`config.mk`:
```
export PLATFORM = sky130hd
export DESIGN_NAME = frontendDecodeTop
export DESIGN_NICKNAME = d
export VERILOG_FILES = /design/src/common/riscvIsaPkg.sv /design/src/common/frontendPkg.sv /design/src/decode/insnClassifier.sv /design/src/decode/decodedBranchResolver.sv /design/src/rtl/decodePipeRegs.sv /design/src/rtl/frontendDecodeTop.sv
export SDC_FILE = /design/constraint.sdc
export NUM_CORES = 1
export LEC_CHECK = 0
export CAP_MARGIN = 20
export CORE_MARGIN = 1.5
export CORE_UTILIZATION = 64
export DETAILED_ROUTE_END_ITERATION = 10
export DONT_BUFFER_PORTS = 1
export MAX_ROUTING_LAYER = met4
export PLACE_DENSITY = 0.79
export SYNTH_ARGS = -nofsm -noshare
export SYNTH_HDL_FRONTEND = slang
export SYNTH_SLANG_ARGS = --single-unit
```
`constraint.sdc`:
```
create_clock -name clk -period 6.6 [get_ports clk]
set_clock_uncertainty 0.15 [all_clocks]
set_input_delay 1.32 -clock clk [delete_from_list [all_inputs] [get_ports clk]]
set_output_delay 1.32 -clock clk [all_outputs]
set_load 0.01 [all_outputs]
```
`src/common/riscvIsaPkg.sv`:
```
// RV32I opcode subset used by decode only, with J and B immediates decoded and no compressed or custom encodings
package riscvIsaPkg;

    // Major opcodes seen by the decode stage
    typedef enum logic [6:0] {
        LOAD     = 7'b0000011,
        MISC_MEM = 7'b0001111, // FENCE, FENCE.I
        OP_IMM   = 7'b0010011,
        AUIPC    = 7'b0010111,
        STORE    = 7'b0100011,
        OP       = 7'b0110011,
        LUI      = 7'b0110111,
        BRANCH   = 7'b1100011,
        JALR     = 7'b1100111,
        JAL      = 7'b1101111,
        SYSTEM   = 7'b1110011
    } RvOpcode;

    // Full machine word, also the width of every displacement
    typedef logic [31:0] RvXlenWord;

    typedef struct packed {
        logic       imm20;
        logic [9:0] imm10to1;
        logic       imm11;
        logic [7:0] imm19to12;
        logic [4:0] rd;
        RvOpcode    opcode;
    } RvFormatJ;

    typedef struct packed {
        logic       imm12;
        logic [5:0] imm10to5;
        logic [4:0] rs2;
        logic [4:0] rs1;
        logic [2:0] funct3;
        logic [3:0] imm4to1;
        logic       imm11;
        RvOpcode    opcode;
    } RvFormatB;

    // Same fetched word, read as J or B depending on the opcode
    typedef union packed {
        logic [31:0] raw;
        RvFormatJ    j;
        RvFormatB    b;
    } RvInsnWord;

    // Byte offset of a JAL, +-1 MiB
    function automatic RvXlenWord jalDisplacement(input RvFormatJ insn);
        return {{11{insn.imm20}}, insn.imm20, insn.imm19to12, insn.imm11,
                insn.imm10to1, 1'b0};
    endfunction

    // Byte offset of a conditional branch, +-4 KiB
    function automatic RvXlenWord branchDisplacement(input RvFormatB insn);
        return {{19{insn.imm12}}, insn.imm12, insn.imm11, insn.imm10to5,
                insn.imm4to1, 1'b0};
    endfunction

endpackage

```
`src/common/frontendPkg.sv`:
```
// Front-end bundle types for a two-lane fetch group and 32-bit PCs, compiled after the ISA package
package frontendPkg;

    localparam int DECODE_WIDTH = 2;  // Lanes per fetch group
    localparam int PC_WIDTH     = 32;
    localparam int INSN_BYTES   = 4;  // No compressed instructions

    typedef logic [PC_WIDTH-1:0]             PcPath;
    typedef logic [7:0]                      BrHistoryPath;
    typedef logic [$clog2(DECODE_WIDTH)-1:0] LaneIndex;

    // Return address stack state saved at prediction time
    typedef struct packed {
        logic [3:0] stackTopPtr;
        logic [3:0] queueTailPtr;
    } RasCheckpoint;

    typedef struct packed {
        logic         predTaken;
        PcPath        predAddr;
        BrHistoryPath globalHistory;
        RasCheckpoint rasCheckpoint;
    } BranchPred;

    typedef struct packed {
        logic                  valid;
        PcPath                 pc;
        riscvIsaPkg::RvInsnWord insn;
        BranchPred             pred;
    } FetchLane;

    typedef FetchLane [DECODE_WIDTH-1:0] FetchGroup;

    typedef enum logic [1:0] {
        NEXT        = 2'd0, // Falls through to pc + 4
        PC_RELATIVE = 2'd1, // BRANCH, JAL
        INDIRECT    = 2'd2, // JALR, target unknown here
        SERIALIZED  = 2'd3  // Younger lanes must be refetched
    } BranchClass;

    typedef struct packed {
        BranchClass brClass;
        logic       isJal;
        PcPath      displacement;
    } InsnInfo;

    typedef struct packed {
        logic                   valid;
        logic                   flushed;
        logic                   flushTriggering;
        PcPath                  pc;
        riscvIsaPkg::RvInsnWord insn;
        BranchPred              pred;
    } DecodedLane;

    // Recovery sent back to fetch
    typedef struct packed {
        logic         valid;
        PcPath        pc;
        BrHistoryPath history;
        RasCheckpoint ras;
    } DecodeRedirect;

endpackage

```
`src/decode/insnClassifier.sv`:
```
// Decodes opcodes only, so malformed encodings of a known opcode are classified by opcode alone
`timescale 1ns/10ps

module insnClassifier (
    input  frontendPkg::FetchGroup                            latchedGroup,
    output frontendPkg::InsnInfo [frontendPkg::DECODE_WIDTH-1:0] laneInfo
);
    import riscvIsaPkg::*;
    import frontendPkg::*;

    RvInsnWord laneWord   [DECODE_WIDTH];
    RvOpcode   laneOpcode [DECODE_WIDTH];

    // Opcode field sits in the same bits for every format
    always_comb begin
        for (int i = 0; i < DECODE_WIDTH; i++) begin
            laneWord[i]   = latchedGroup[i].insn;
            laneOpcode[i] = laneWord[i].j.opcode;
        end
    end

    always_comb begin
        for (int i = 0; i < DECODE_WIDTH; i++) begin
            laneInfo[i].brClass      = NEXT;
            laneInfo[i].isJal        = 1'b0;
            laneInfo[i].displacement = '0;

            case (laneOpcode[i])
                JAL: begin
                    laneInfo[i].brClass      = PC_RELATIVE;
                    laneInfo[i].isJal        = 1'b1;
                    laneInfo[i].displacement = jalDisplacement(laneWord[i].j); // J view
                end
                BRANCH: begin
                    laneInfo[i].brClass      = PC_RELATIVE;
                    laneInfo[i].displacement = branchDisplacement(laneWord[i].b); // B view
                end
                JALR: begin
                    laneInfo[i].brClass = INDIRECT; // Register target, resolved later
                end
                MISC_MEM, SYSTEM: begin
                    laneInfo[i].brClass = SERIALIZED;
                end
                default: begin
                    laneInfo[i].brClass = NEXT;
                end
            endcase
        end
    end

endmodule

```
`src/decode/decodedBranchResolver.sv`:
```
// Resolves only what decode can see, so JALR targets and branch directions are left to execute
`timescale 1ns/10ps

module decodedBranchResolver (
    input  frontendPkg::FetchGroup                                  latchedGroup,
    input  frontendPkg::InsnInfo    [frontendPkg::DECODE_WIDTH-1:0] laneInfo,
    output frontendPkg::DecodedLane [frontendPkg::DECODE_WIDTH-1:0] resolvedLanes,
    output frontendPkg::DecodeRedirect                              resolvedRedirect
);
    import frontendPkg::*;

    PcPath    decodedTarget [DECODE_WIDTH];
    LaneIndex checkLane;     // Lane where the walk stopped
    logic     addrCheck;     // Compare predAddr at checkLane
    logic     certainMiss;   // Redirect regardless of predAddr
    logic     walkDone;
    logic     flushTrig;

    // Target computed from the instruction bits
    always_comb begin
        for (int i = 0; i < DECODE_WIDTH; i++) begin
            if (laneInfo[i].brClass == PC_RELATIVE) begin
                decodedTarget[i] = latchedGroup[i].pc + laneInfo[i].displacement;
            end else begin
                decodedTarget[i] = latchedGroup[i].pc + PcPath'(INSN_BYTES);
            end
        end
    end

    // Program-order walk up to the first lane that needs attention
    always_comb begin
        checkLane   = '0;
        addrCheck   = 1'b0;
        certainMiss = 1'b0;
        walkDone    = 1'b0;

        for (int i = 0; i < DECODE_WIDTH; i++) begin
            if (!walkDone) begin
                if (!latchedGroup[i].valid) begin
                    walkDone = 1'b1; // Valid lanes are contiguous
                end else if (laneInfo[i].brClass == SERIALIZED ||
                             (laneInfo[i].brClass == NEXT && latchedGroup[i].pred.predTaken)) begin
                    // Not a jump but fetch went elsewhere, or must refetch after it
                    checkLane   = LaneIndex'(i);
                    certainMiss = 1'b1;
                    walkDone    = 1'b1;
                end else if (laneInfo[i].brClass == PC_RELATIVE &&
                             (laneInfo[i].isJal || latchedGroup[i].pred.predTaken)) begin
                    checkLane = LaneIndex'(i);
                    addrCheck = 1'b1;
                    walkDone  = 1'b1;
                end else if (laneInfo[i].brClass == INDIRECT) begin
                    checkLane = LaneIndex'(i); // JALR stops without a check
                    walkDone  = 1'b1;
                end
            end
        end

        flushTrig = certainMiss ||
                    (addrCheck && latchedGroup[checkLane].pred.predAddr != decodedTarget[checkLane]);
    end

    always_comb begin
        for (int i = 0; i < DECODE_WIDTH; i++) begin
            resolvedLanes[i].valid           = latchedGroup[i].valid;
            resolvedLanes[i].flushed         = 1'b0;
            resolvedLanes[i].flushTriggering = 1'b0;
            resolvedLanes[i].pc              = latchedGroup[i].pc;
            resolvedLanes[i].insn            = latchedGroup[i].insn;
            resolvedLanes[i].pred            = latchedGroup[i].pred;

            if (flushTrig) begin
                if (i == int'(checkLane)) begin
                    // Corrected prediction travels with the instruction
                    resolvedLanes[i].flushTriggering = 1'b1;
                    resolvedLanes[i].pred.predTaken  = 1'b1;
                    resolvedLanes[i].pred.predAddr   = decodedTarget[i];
                end else if (i > int'(checkLane)) begin
                    resolvedLanes[i].valid   = 1'b0; // Wrong path
                    resolvedLanes[i].flushed = 1'b1;
                end
            end
        end

        resolvedRedirect.valid   = flushTrig;
        resolvedRedirect.pc      = decodedTarget[checkLane];
        resolvedRedirect.history = latchedGroup[checkLane].pred.globalHistory;
        resolvedRedirect.ras     = latchedGroup[checkLane].pred.rasCheckpoint;
    end

endmodule

```
`src/rtl/decodePipeRegs.sv`:
```
// Both stages freeze together under stall, and only valid flags are reset so payload is X after reset
`timescale 1ns/10ps

module decodePipeRegs (
    input  logic                                                    clk,
    input  logic                                                    arstN,
    input  logic                                                    stall,
    input  frontendPkg::FetchGroup                                  fetchGroup,
    input  logic                                                    squash,
    input  frontendPkg::DecodedLane [frontendPkg::DECODE_WIDTH-1:0] resolvedLanes,
    input  frontendPkg::DecodeRedirect                              resolvedRedirect,
    output frontendPkg::FetchGroup                                  latchedGroup,
    output frontendPkg::DecodedLane [frontendPkg::DECODE_WIDTH-1:0] decodedGroup,
    output logic                                                    decodedValid,
    output frontendPkg::DecodeRedirect                              redirect
);
    import frontendPkg::*;

    FetchGroup                        latchPayload;
    logic       [DECODE_WIDTH-1:0]    latchValid;
    DecodedLane [DECODE_WIDTH-1:0]    outPayload;
    logic       [DECODE_WIDTH-1:0]    outValid;
    DecodeRedirect                    redirectPayload;
    logic                             redirectValid;

    // Valid flags of both stages and the redirect pulse
    always_ff @(posedge clk or negedge arstN) begin
        if (!arstN) begin
            latchValid    <= '0;
            outValid      <= '0;
            redirectValid <= 1'b0;
        end else if (!stall) begin
            for (int i = 0; i < DECODE_WIDTH; i++) begin
                latchValid[i] <= fetchGroup[i].valid && !squash; // Wrong-path group dropped
                outValid[i]   <= resolvedLanes[i].valid;
            end
            redirectValid <= resolvedRedirect.valid;
        end
    end

    always_ff @(posedge clk) begin
        if (!stall) begin
            latchPayload    <= fetchGroup;
            outPayload      <= resolvedLanes;
            redirectPayload <= resolvedRedirect;
        end
    end

    // Merge the reset valid bits back into the bundles
    always_comb begin
        for (int i = 0; i < DECODE_WIDTH; i++) begin
            latchedGroup[i]       = latchPayload[i];
            latchedGroup[i].valid = latchValid[i];
            decodedGroup[i]       = outPayload[i];
            decodedGroup[i].valid = outValid[i];
        end
        redirect       = redirectPayload;
        redirect.valid = redirectValid;
        decodedValid   = |outValid;
    end

endmodule

```
`src/rtl/frontendDecodeTop.sv`:
```
// Decode stage with two cycles of latency, and fetch must hold its group while fetchStall is high
`timescale 1ns/10ps

module frontendDecodeTop (
    input  logic                                                    clk,
    input  logic                                                    arstN,
    input  frontendPkg::FetchGroup                                  fetchGroup,
    input  logic                                                    stall,
    output frontendPkg::DecodedLane [frontendPkg::DECODE_WIDTH-1:0] decodedGroup,
    output logic                                                    decodedValid,
    output frontendPkg::DecodeRedirect                              redirect,
    output logic                                                    fetchStall
);
    import frontendPkg::*;

    FetchGroup                     latchedGroup;
    InsnInfo    [DECODE_WIDTH-1:0] laneInfo;
    DecodedLane [DECODE_WIDTH-1:0] resolvedLanes;
    DecodeRedirect                 resolvedRedirect;

    assign fetchStall = stall; // Rename backpressure goes straight to fetch

    decodePipeRegs u_pipeRegs (
        .clk              (clk),
        .arstN            (arstN),
        .stall            (stall),
        .fetchGroup       (fetchGroup),
        .squash           (resolvedRedirect.valid), // Next fetch group is wrong-path
        .resolvedLanes    (resolvedLanes),
        .resolvedRedirect (resolvedRedirect),
        .latchedGroup     (latchedGroup),
        .decodedGroup     (decodedGroup),
        .decodedValid     (decodedValid),
        .redirect         (redirect)
    );

    insnClassifier u_classifier (
        .latchedGroup (latchedGroup),
        .laneInfo     (laneInfo)
    );

    decodedBranchResolver u_resolver (
        .latchedGroup     (latchedGroup),
        .laneInfo         (laneInfo),
        .resolvedLanes    (resolvedLanes),
        .resolvedRedirect (resolvedRedirect)
    );

endmodule

```
==> metrics.txt, run 1 <==
floorplan row count 71; Iteration-0 DRC Markers 1993; minimum clock period 6.31 ns; Pint 5.54 mW; dpl ws 0.134 ns; clk root buf clkbuf_16; utilization after layout 70.8%; Vert. Die Dim 199 um; routed vias/inst 6.87; fin worst setup slack 0.294 ns; io pins 514; synthesized cell area 0.0245 sq mm; part of the power in the clock network 35.4%; most common cell after layout, fill and taps aside edfxtp_1; gr usage total 36.7%; synth warn 0; first-pass GRT wire length 103000 um; register area share after synthesis 62.1%; post-synthesis register bit count 508; max incr delay on CP 0.50 ns; Post-CTS Setup Inserts 0; Cell variety after synth 91; P_leak 9.70 nW; total CTS buffers 49; worst setup path start u_pipeRegs.latchedGroup[166]; Post-route DRC 0; Starting Density 65.1%; core area 0.0377 sq mm; Worst-Margin Slew 0.975 ns; hold buffer count at cts 0; sequential share of power 55.6%; worst vdd ir 0.000241 V; Adder-Cell Fraction of Synth Area 3.33%; Max-Cap Viols 0; Post-DRT Antenna Nets 0; layout cells sized above 1 8.21%; Async SR Flop Fraction 0.984%; smallest hold slack 0.253 ns; Most used DFF post-synth edfxtp_1; CTS H-tree depth 2; combinational share of power 8.9%; final setup vio count 0; Pwr Total 7.47 mW; Routed WL 71300 um; Area Growth Syn to Fin 8.90%; critical path class reg -> reg; switching share of power 25.8%; Setup crit end u_pipeRegs.decodedGroup[25]; routability cong. 1.01; Cell Chain, Critical Path xnor2_1 -> and3_1 -> buf_4 -> and2_1 -> ha_1 -> a21oi_1 -> o21ai_1 -> a221oi_2 -> a21oi_1 -> or4_1 -> a221o_1 -> o31ai_1 -> o211ai_1 -> a2111oi_4 -> nand3_4 -> nand2_2 -> buf_4 -> mux2_1; reg-to-reg slack, setup 0.29 ns; mux cell area share after synthesis 3.40%; largest family of logic cells by synthesized area simple AND/OR/NAND/NOR gates; hpwl dp 52800 um; Vias 17300; NetSw 1.93 mW; simple-gate share of the synthesized area 12.7%; largest net degree at the start of global routing 181; Reg2Reg Depth 18; CP Max Fanout 17; worst r2r src u_pipeRegs.latchedGroup[166]; worst-skew pair later-pin latency 0.61 ns; most frequent cells in the layout edfxtp_1 (503), nand2_1 (208), a21oi_1 (135); fin. max-slew vios 0; Die Area 0.0395 sq mm; vias in the first global route 16100; crit end category flop; pwr/cell area 280 mW/mm^2; Reg-to-Reg End u_pipeRegs.decodedGroup[25]; max_slew headroom 35.0%; critical path arrival 6.48 ns; average wire per standard cell 28.3 um; Syn Inst Count 1952; status finished clean; Max clock buf depth 3; Compound-Gate Fraction of Synth Area 12.4%; path type of the worst min-delay path in -> async; fin crit share 95.6%; Port Buffers 0; xor and xnor fraction of the mapped netlist area 3.82%; syn_nets 2247; final hold violation count 0; WP data required 6.77 ns; Setup TNS 0 ns; nets@finish 2252; Die Wd 199 um; first-pass iteration count of the detailed router 6; clk sink count 508; TritonCTS clock tree done; Setup crit start kind flop; clock slew at reported path FFs 0.06 ns; Max Fclk 159 MHz; post-CTS sizing 0; GRT overflow 0; initial antenna violation count 7; Critical-path top delay cell edfxtp_1; Mean Syn Cell Area 12.6 sq um; EDFF count, synth 503
## metal layers
layer	global-route usage, %	part of all wire (%)	vias up
met2	57.9	48	1107
met4	13.0	3.4	0
met5	-	0	-
met1	48.6	39	8492
li1	-	-	7537
met3	5.82	9.2	154
## worst min-delay path by stage
stage                                              end  slack [ns]  cells past startpoint
after floorplan           u_pipeRegs.decodedGroup[190]        0.27                      0
after global placement    u_pipeRegs.decodedGroup[122]        0.28                      0
after detailed placement   u_pipeRegs.decodedGroup[15]        0.29                      0
after CTS                     u_pipeRegs.latchValid[0]        0.24                      0
after global routing          u_pipeRegs.latchValid[1]        0.24                      0
final                           u_pipeRegs.outValid[1]        0.25                      0
## power groups by stage
| stage | logic, mW | clock network [mW] | registers [mW] |
|---|---|---|---|
| detailed placement | 0.643 | 0 | 4.21 |
| global route | 0.716 | 2.78 | 4.17 |
| CTS | 0.649 | 2.67 | 4.15 |
| floorplan | 0.469 | 0 | 4.14 |
| global placement | 0.630 | 0 | 4.21 |
| finish | 0.668 | 2.65 | 4.16 |
## final cells by class
type                    count  area (sq um)
fillers                  2514         11000
multi-input cells        1322          8810
repair buffers             33           310
clock inverters            27           204
diodes                      9          22.5
well taps                 511           639
flip-flops and latches    508         15200
clock buffers              64          1300
inverters                  43           165
## worst max-delay path: cells and delay by family, from the launching register on
| family | cells | cell delay [ns] |
|---|---|---|
| compound gates | 8 | 2.31 |
| mux | 1 | 0.39 |
| xor+xnor | 1 | 0.27 |
| fa+ha+maj | 1 | 0.32 |
| simple gates | 5 | 1.50 |
| flops | 1 | 0.50 |
| buf+inv | 2 | 0.56 |
## Yosys cell counts, drive strengths merged (21+ instances only)
master / n / share of area (%)
a21o: 21 / 0.64
xor2: 54 / 1.9
nor3: 40 / 0.88
ha: 62 / 3.2
or3: 23 / 0.59
nor2: 113 / 1.7
a31oi: 30 / 0.79
xnor2: 53 / 1.9
a21oi: 138 / 2.9
o21ai: 85 / 1.7
nand3: 67 / 1.4
inv: 43 / 0.66
edfxtp: 503 / 62
and2: 27 / 0.69
mux2: 37 / 1.8
clkbuf: 47 / 0.73
buf: 32 / 0.81
nand4: 43 / 1.1
mux2i: 39 / 1.6
nand2: 210 / 3.3
## registers in the layout, indices dropped and copies added, names as in the netlist
name	count
u_pipeRegs.outValid	2
u_pipeRegs.redirect	48
u_pipeRegs.redirectValid	1
u_pipeRegs.latchValid	2
u_pipeRegs.decodedGroup	229
u_pipeRegs.latchedGroup	226
## cell families (layout without fill, tap and decap cells)
kind of cell / Yosys count / count (layout)
buffers and inverters: 122 / 167
AO/OA/AOI/OAI: 454 / 454
AND/OR/NAND/NOR: 620 / 620
other: 1 / 10
adder cells (fa/ha/maj): 64 / 64
flip-flops: 508 / 508
XOR/XNOR: 107 / 107
multiplexers: 76 / 76
## through the flow
stage	area, sq um	instances
after floorplan	24500	1952
after global placement	25100	2417
after detailed placement	25100	2417
after CTS	26600	2508
after global routing	26700	2515
final	26700	2517
No activity file was read; power rests on OpenSTA's default activity.
==> run 2: changes to the inputs <==
--- a/config.mk
+++ b/config.mk
@@ -6,12 +6,12 @@
 export NUM_CORES = 1
 export LEC_CHECK = 0
 export CAP_MARGIN = 20
-export CORE_MARGIN = 1.5
-export CORE_UTILIZATION = 64
+export CORE_MARGIN = 2
+export CORE_UTILIZATION = 65
 export DETAILED_ROUTE_END_ITERATION = 10
 export DONT_BUFFER_PORTS = 1
 export MAX_ROUTING_LAYER = met4
-export PLACE_DENSITY = 0.79
+export PLACE_DENSITY = 0.8
 export SYNTH_ARGS = -nofsm -noshare
 export SYNTH_HDL_FRONTEND = slang
 export SYNTH_SLANG_ARGS = --single-unit
==> constraint.sdc (replaced) <==
create_clock -name clk -period 8.03 [get_ports clk]
set_clock_uncertainty 0.15 [all_clocks]
set_input_delay 1.606 -clock clk [delete_from_list [all_inputs] [get_ports clk]]
set_output_delay 1.606 -clock clk [all_outputs]
set_load 0.01 [all_outputs]
==> run 2 against run 1 <==
  * Critical path type unchanged
  * Highest routed layer unchanged
  * Largest cell class unchanged
  * Clock-buffer cell count shrank 8
  * Critical endpoint is now u_pipeRegs.decodedGroup[47]
  * Sequential share of layout area grew 0.33 points
  * Critical path depth shrank 1
  * Register-to-register slack gained 0.62 ns
  * Global-route usage shrank 0.53 points
==> metrics.txt, run 2 (synthesis gave the netlist of run 1 again) <==
status finished clean; worst vdd ir 0.000234 V (-2.8%); dpl ws 1.12 ns (+0.988 ns); GRT overflow 0 (unchanged); final hold violation count 0 (unchanged); routability cong. 0.996 (-1.5%); Vias 17000 (-1.7%); fin. max-slew vios 0 (unchanged); path type of the worst min-delay path reg -> reg; worst r2r src u_pipeRegs.latchedGroup[51]; CTS H-tree depth 2 (unchanged); Reg2Reg Depth 17 (-1); clk sink count 508 (unchanged); Routed WL 69500 um (-2.5%); met2 usage in global routing 55.4% (-2.5 points); Setup crit start kind flop; clock slew at reported path FFs 0.06 ns (about the same); RSZ-0062 raised after global routing no; floorplan row count 71 (unchanged); layout cells sized above 1 7.17% (-1.0 points); crit end category flop; Iteration-0 DRC Markers 2292 (+15%); global route hottest layer met2; Starting Density 65.5% (+0.46 points); Hold EP u_pipeRegs.decodedGroup[7]; clk root buf clkbuf_16; TritonCTS clock tree done; Vert. Die Dim 198 um (-0.26%); max reg flops 229 (unchanged); hold depth 0; Reg-to-Reg End u_pipeRegs.decodedGroup[47]; fin worst setup slack 0.914 ns (+0.621 ns); initial antenna violation count 7 (unchanged); Worst Min Path Start u_pipeRegs.latchedGroup[7]; Max Fclk 141 MHz (-11%); nets@finish 2236 (-0.71%); placed inst area 0.0249 sq mm (-0.68%); average wire per standard cell 27.8 um (-1.7%); largest net degree at the start of global routing 127 (-30%); CP Max Fanout 32 (+15); WP data required 8.22 ns (+1.45 ns); first-pass GRT wire length 102000 um (-1.2%); most frequent cells in the layout edfxtp_1 (503), nand2_1 (208), a21oi_1 (135); Post-CTS Setup Inserts 0 (unchanged); reg-to-reg slack, setup 0.91 ns (+0.62 ns); Worst-Margin Slew 1.01 ns (+0.0400 ns); vias in the first global route 16100 (-0.42%); total CTS buffers 49 (unchanged); pwr/cell area 234 mW/mm^2 (-16%); critical path arrival 7.31 ns (+0.83 ns); Die Wd 198 um (-0.26%); # fillers 2481 (-1.3%); io pins 514 (unchanged); post-CTS sizing 0 (unchanged); hpwl dp 51700 um (-2.0%); final setup vio count 0 (unchanged); core area 0.0374 sq mm (-0.71%); max_slew headroom 32.4% (-2.7 points); minimum clock period 7.12 ns (+0.809 ns); GR Util met1 48.1% (-0.53 points); hold buffer count at cts 0 (unchanged); gr usage total 36.1% (-0.53 points); Die Area 0.0393 sq mm (-0.51%); Port Buffers 0 (unchanged); Finished Cell Area 0.0265 sq mm (-0.57%); Area Growth Syn to Fin 8.28%; P_leak 9.63 nW (-0.73%); fin crit share 88.6% (-6.9 points); worst-skew pair later-pin latency 0.61 ns (about the same); Post-DRT Antenna Nets 0 (unchanged); Post-route DRC 0 (unchanged); critical path class reg -> reg; most common cell after layout, fill and taps aside edfxtp_1; GR Util met3 6.85% (+1.0 points); Max clock buf depth 3 (unchanged); Max-Cap Viols 0 (unchanged); first-pass iteration count of the detailed router 6 (unchanged); routed vias/inst 6.81 (-0.94%)
==> run 2: changes by cell type in the layout (fill, tap and decap cells not counted), sizes merged <==
| cell | before | now |
|---|---|---|
| clkbuf | 64 | 56 |
| diode | 9 | 7 |
| buf | 33 | 17 |
| clkinv | 20 | 24 |
| bufinv | 1 | 5 |
| clkinvlp | 3 | 2 |
==> run 2: how the worst max path moves through the flow <==
stage,start,to,slack [ns],depth (start not counted)
6_report,u_pipeRegs.latchedGroup[51],u_pipeRegs.decodedGroup[47],0.91,17
5_1_grt,u_pipeRegs.latchedGroup[51],u_pipeRegs.decodedGroup[16],0.39,17
4_1_cts,u_pipeRegs.latchedGroup[51],u_pipeRegs.decodedGroup[16],1.01,17
3_5_place_dp,u_pipeRegs.latchedGroup[51],u_pipeRegs.decodedGroup[16],1.12,17
3_3_place_gp,u_pipeRegs.latchedGroup[51],u_pipeRegs.decodedGroup[16],1.33,19
2_1_floorplan,stall,u_pipeRegs.decodedGroup[0],-1.64,1
==> run 2: where the power goes <==
part	leakage, nW	switching (mW)	total (mW)	internal (mW)
registers	4.99	0.238	3.42	3.18
clock network	0.770	0.983	2.27	1.29
logic	3.88	0.349	0.529	0.180
total	9.63	1.57	6.22	4.65
==> run 2: stage by stage <==
stage          utilization (%)  power [mW]  hold WS [ns]  instances  TNS, ns
2_1_floorplan                -        3.79         0.267       1952  -828.32
3_3_place_gp              66.7        3.96         0.279       2401        0
3_5_place_dp              66.7        3.97         0.284       2401        0
4_1_cts                   70.9        6.22         0.298       2491        0
5_1_grt                   70.9        6.40         0.304       2498        0
6_report                  70.9        6.22         0.294       2498        0
==> run 2: metal layers <==
metal	vias up	part of all wire (%)
li1	7493	-
met5	-	0
met1	8281	40
met2	1059	47
met4	0	4.0
met3	166	8.8
==> run 2: worst max-delay path: stages (launching register included) <==
cell and delay, ns:
edfxtp_1 0.52, xnor2_1 0.32, nor3b_4 0.73, and2_1 0.24, ha_1 0.29, and2_1 0.20
a221oi_1 0.57, a21boi_1 0.31, nor4_1 0.53, nor3_1 0.10, o31ai_1 0.57, xnor2_1 0.21
nand3_1 0.12, a2111oi_2 0.52, nand3_4 0.11, buf_4 0.27, nand2_2 0.68, mux2_1 0.40
==> run 2: final cells by class <==
class	instances	area, sq um	share of cell area (%)
clock buffer	56	1250	4.72
tap	511	639	2.41
multi-input combinational	1322	8760	33.0
inverter	43	165	0.622
sequential	508	15200	57.4
timing repair buffer	17	140	0.528
clock inverter	34	334	1.26
antenna	7	17.5	0.0660
==> run 3: changes to the inputs <==
--- a/config.mk
+++ b/config.mk
@@ -6,12 +6,13 @@
 export NUM_CORES = 1
 export LEC_CHECK = 0
 export CAP_MARGIN = 20
-export CORE_MARGIN = 2
-export CORE_UTILIZATION = 65
+export CORE_MARGIN = 1.5
+export CORE_UTILIZATION = 64
 export DETAILED_ROUTE_END_ITERATION = 10
 export DONT_BUFFER_PORTS = 1
 export MAX_ROUTING_LAYER = met4
-export PLACE_DENSITY = 0.8
+export PLACE_DENSITY = 0.79
+export RECOVER_POWER = 100
 export SYNTH_ARGS = -nofsm -noshare
 export SYNTH_HDL_FRONTEND = slang
 export SYNTH_SLANG_ARGS = --single-unit
==> constraint.sdc (replaced) <==
create_clock -name clk -period 7.55 [get_ports clk]
set_clock_uncertainty 0.15 [all_clocks]
set_input_delay 1.51 -clock clk [delete_from_list [all_inputs] [get_ports clk]]
set_output_delay 1.51 -clock clk [all_outputs]
set_load 0.01 [all_outputs]
==> run 3 against run 2 <==
  * The run now ends with max-capacitance violations, max-slew violations left
  * Largest power group unchanged
  * Clock power up 4%
  * Final cell count is 0.44% higher
  * Register-to-register slack lost 0.52 ns
  * First-iteration DRC count is 8.0% lower
  * Via count up 1.2%
  * Sequential power up 6.4%
==> metrics.txt, run 3 (synthesis gave the netlist of run 1 again) <==
dpl ws 0.641 ns (-0.481 ns); WP data required 7.73 ns (-0.49 ns); most common cell after layout, fill and taps aside edfxtp_1; Pwr Total 6.58 mW (+5.8%); floorplan row count 71 (unchanged); Max-Cap Viols 6 (+6); smallest hold slack 0.299 ns (+0.00578 ns); Post-CTS Setup Inserts 0 (unchanged); vias in the first global route 15800 (-1.7%); max_slew headroom -174% (-210 points); nets@finish 2243 (+0.31%); pwr/cell area 249 mW/mm^2 (+6.1%); critical path class reg -> reg; hpwl dp 51800 um (+0.17%); crit end category flop; Iteration-0 DRC Markers 2108 (-8.0%); fin. max-slew vios 516 (+516); clk sink count 508 (unchanged); path type of the worst min-delay path reg -> reg; CTS H-tree depth 2 (unchanged); post-CTS sizing 0 (unchanged); RSZ-0062 raised after global routing no; Vias 17200 (+1.2%); Die Wd 199 um (+0.26%); failing checks max-capacitance violations, max-slew violations; max incr delay on CP 0.79 ns (+0.06 ns); Area Growth Syn to Fin 7.90%; gr usage total 35.9% (-0.27 points); CP top delay family compound AO/OA/AOI/OAI gates; Starting Density 65.1% (-0.46 points); CP Max Fanout 32 (unchanged); Critical-path top delay cell and2_0; hold buffer count at cts 0 (unchanged); most frequent cells in the layout edfxtp_1 (503), nand2_1 (208), a21oi_1 (135); fin crit share 94.7% (+6.1 points); TritonCTS clock tree done; GRT overflow 0 (unchanged); utilization after layout 70.2% (-0.75 points); worst vdd ir 0.000224 V (-4.5%); io pins 514 (unchanged); total CTS buffers 49 (unchanged); Max clock buf depth 3 (unchanged); routability cong. 0.997 (+0.11%); P_leak 9.58 nW (-0.55%); first-pass GRT wire length 101000 um (-0.73%); Post-DRT Antenna Nets 0 (unchanged); average wire per standard cell 28.0 um (+0.63%); Die Area 0.0395 sq mm (+0.52%); Port Buffers 0 (unchanged); critical path arrival 7.33 ns (+0.02 ns); max reg flops 229 (unchanged); placed inst area 0.0250 sq mm (+0.26%); fin worst setup slack 0.398 ns (-0.516 ns); Max Fclk 140 MHz (-0.51%); Finished Cell Area 0.0264 sq mm (-0.35%); clock slew at reported path FFs 0.06 ns (about the same); minimum clock period 7.15 ns (+0.0363 ns); Setup crit start kind flop; status finished with violations; Post-Place Cells 2408 (+0.29%); core area 0.0377 sq mm (+0.71%); final setup vio count 0 (unchanged); Routed WL 70200 um (+1.1%); clk root buf clkbuf_16; Worst-Margin Slew 4.11 ns (+3.10 ns); initial antenna violation count 10 (+3); most used cell, CP buf_4; Crit path buffers/inverters 3 (+2); final cell count without fillers 2509 (+0.44%); final hold violation count 0 (unchanged); Cell Chain, Critical Path and2_0 -> a22oi_1 -> nor2_1 -> ha_1 -> inv_1 -> fa_1 -> nand2b_1 -> a211oi_2 -> o21a_1 -> o21ai_0 -> and3_1 -> o31ai_1 -> o22a_1 -> nand4b_1 -> a2111oi_4 -> nand3_4 -> buf_4 -> nand2_2 -> buf_4 -> mux2_1; largest net degree at the start of global routing 151 (+19%); Post-route DRC 0 (unchanged); routed vias/inst 6.86 (+0.75%); worst-skew pair later-pin latency 0.59 ns (-0.02 ns); first-pass iteration count of the detailed router 7 (+1); Vert. Die Dim 199 um (+0.26%); Setup TNS 0 ns (unchanged); layout cells sized above 1 6.75% (-0.42 points)
## run 3: changes by cell type in the layout (fill, tap and decap cells not counted), sizes merged
cell	change
clkinv	-3
clkinvlp	-1
diode	+5
bufinv	-2
buf	-2
clkbuf	+14
## run 3: worst paths after layout
kind | startpoint | endpoint | slack [ns] | depth (start not counted)
max | u_pipeRegs.latchedGroup[51] | u_pipeRegs.decodedGroup[20] | 0.40 | 20
min | u_pipeRegs.latchedGroup[79] | u_pipeRegs.decodedGroup[79] | 0.30 | 0
max reg2reg | u_pipeRegs.latchedGroup[51] | u_pipeRegs.decodedGroup[20] | 0.40 | 20
min reg2reg | u_pipeRegs.latchedGroup[79] | u_pipeRegs.decodedGroup[79] | 0.30 | 0
max in group asynchronous | arstN | u_pipeRegs.redirectValid | 6.72 | 0
min in group asynchronous | arstN | u_pipeRegs.outValid[0] | 0.46 | 0
## run 3: report_power, final
group	leakage, nW	internal [mW]	total (mW)	switching (mW)
registers	4.99	3.39	3.64	0.250
logic	3.83	0.188	0.560	0.372
clock network	0.767	1.34	2.37	1.03
total	9.58	4.92	6.58	1.65
## run 3: layout make-up
cell class	instances	area [sq um]
antenna	12	30.0
clock buffer	61	1320
clock inverter	28	218
fill	2655	11200
inverter	43	163
multi-input combinational	1322	8690
sequential	508	15200
tap	511	639
timing repair buffer	24	149
## run 3: metal layers
metal	global-route usage [%]	vias up	wire (um)
met2	54.6	1135	33300
li1	-	7517	-
met1	48.6	8412	27800
met5	-	-	0
met3	6.29	138	6860
met4	13.4	0	2270
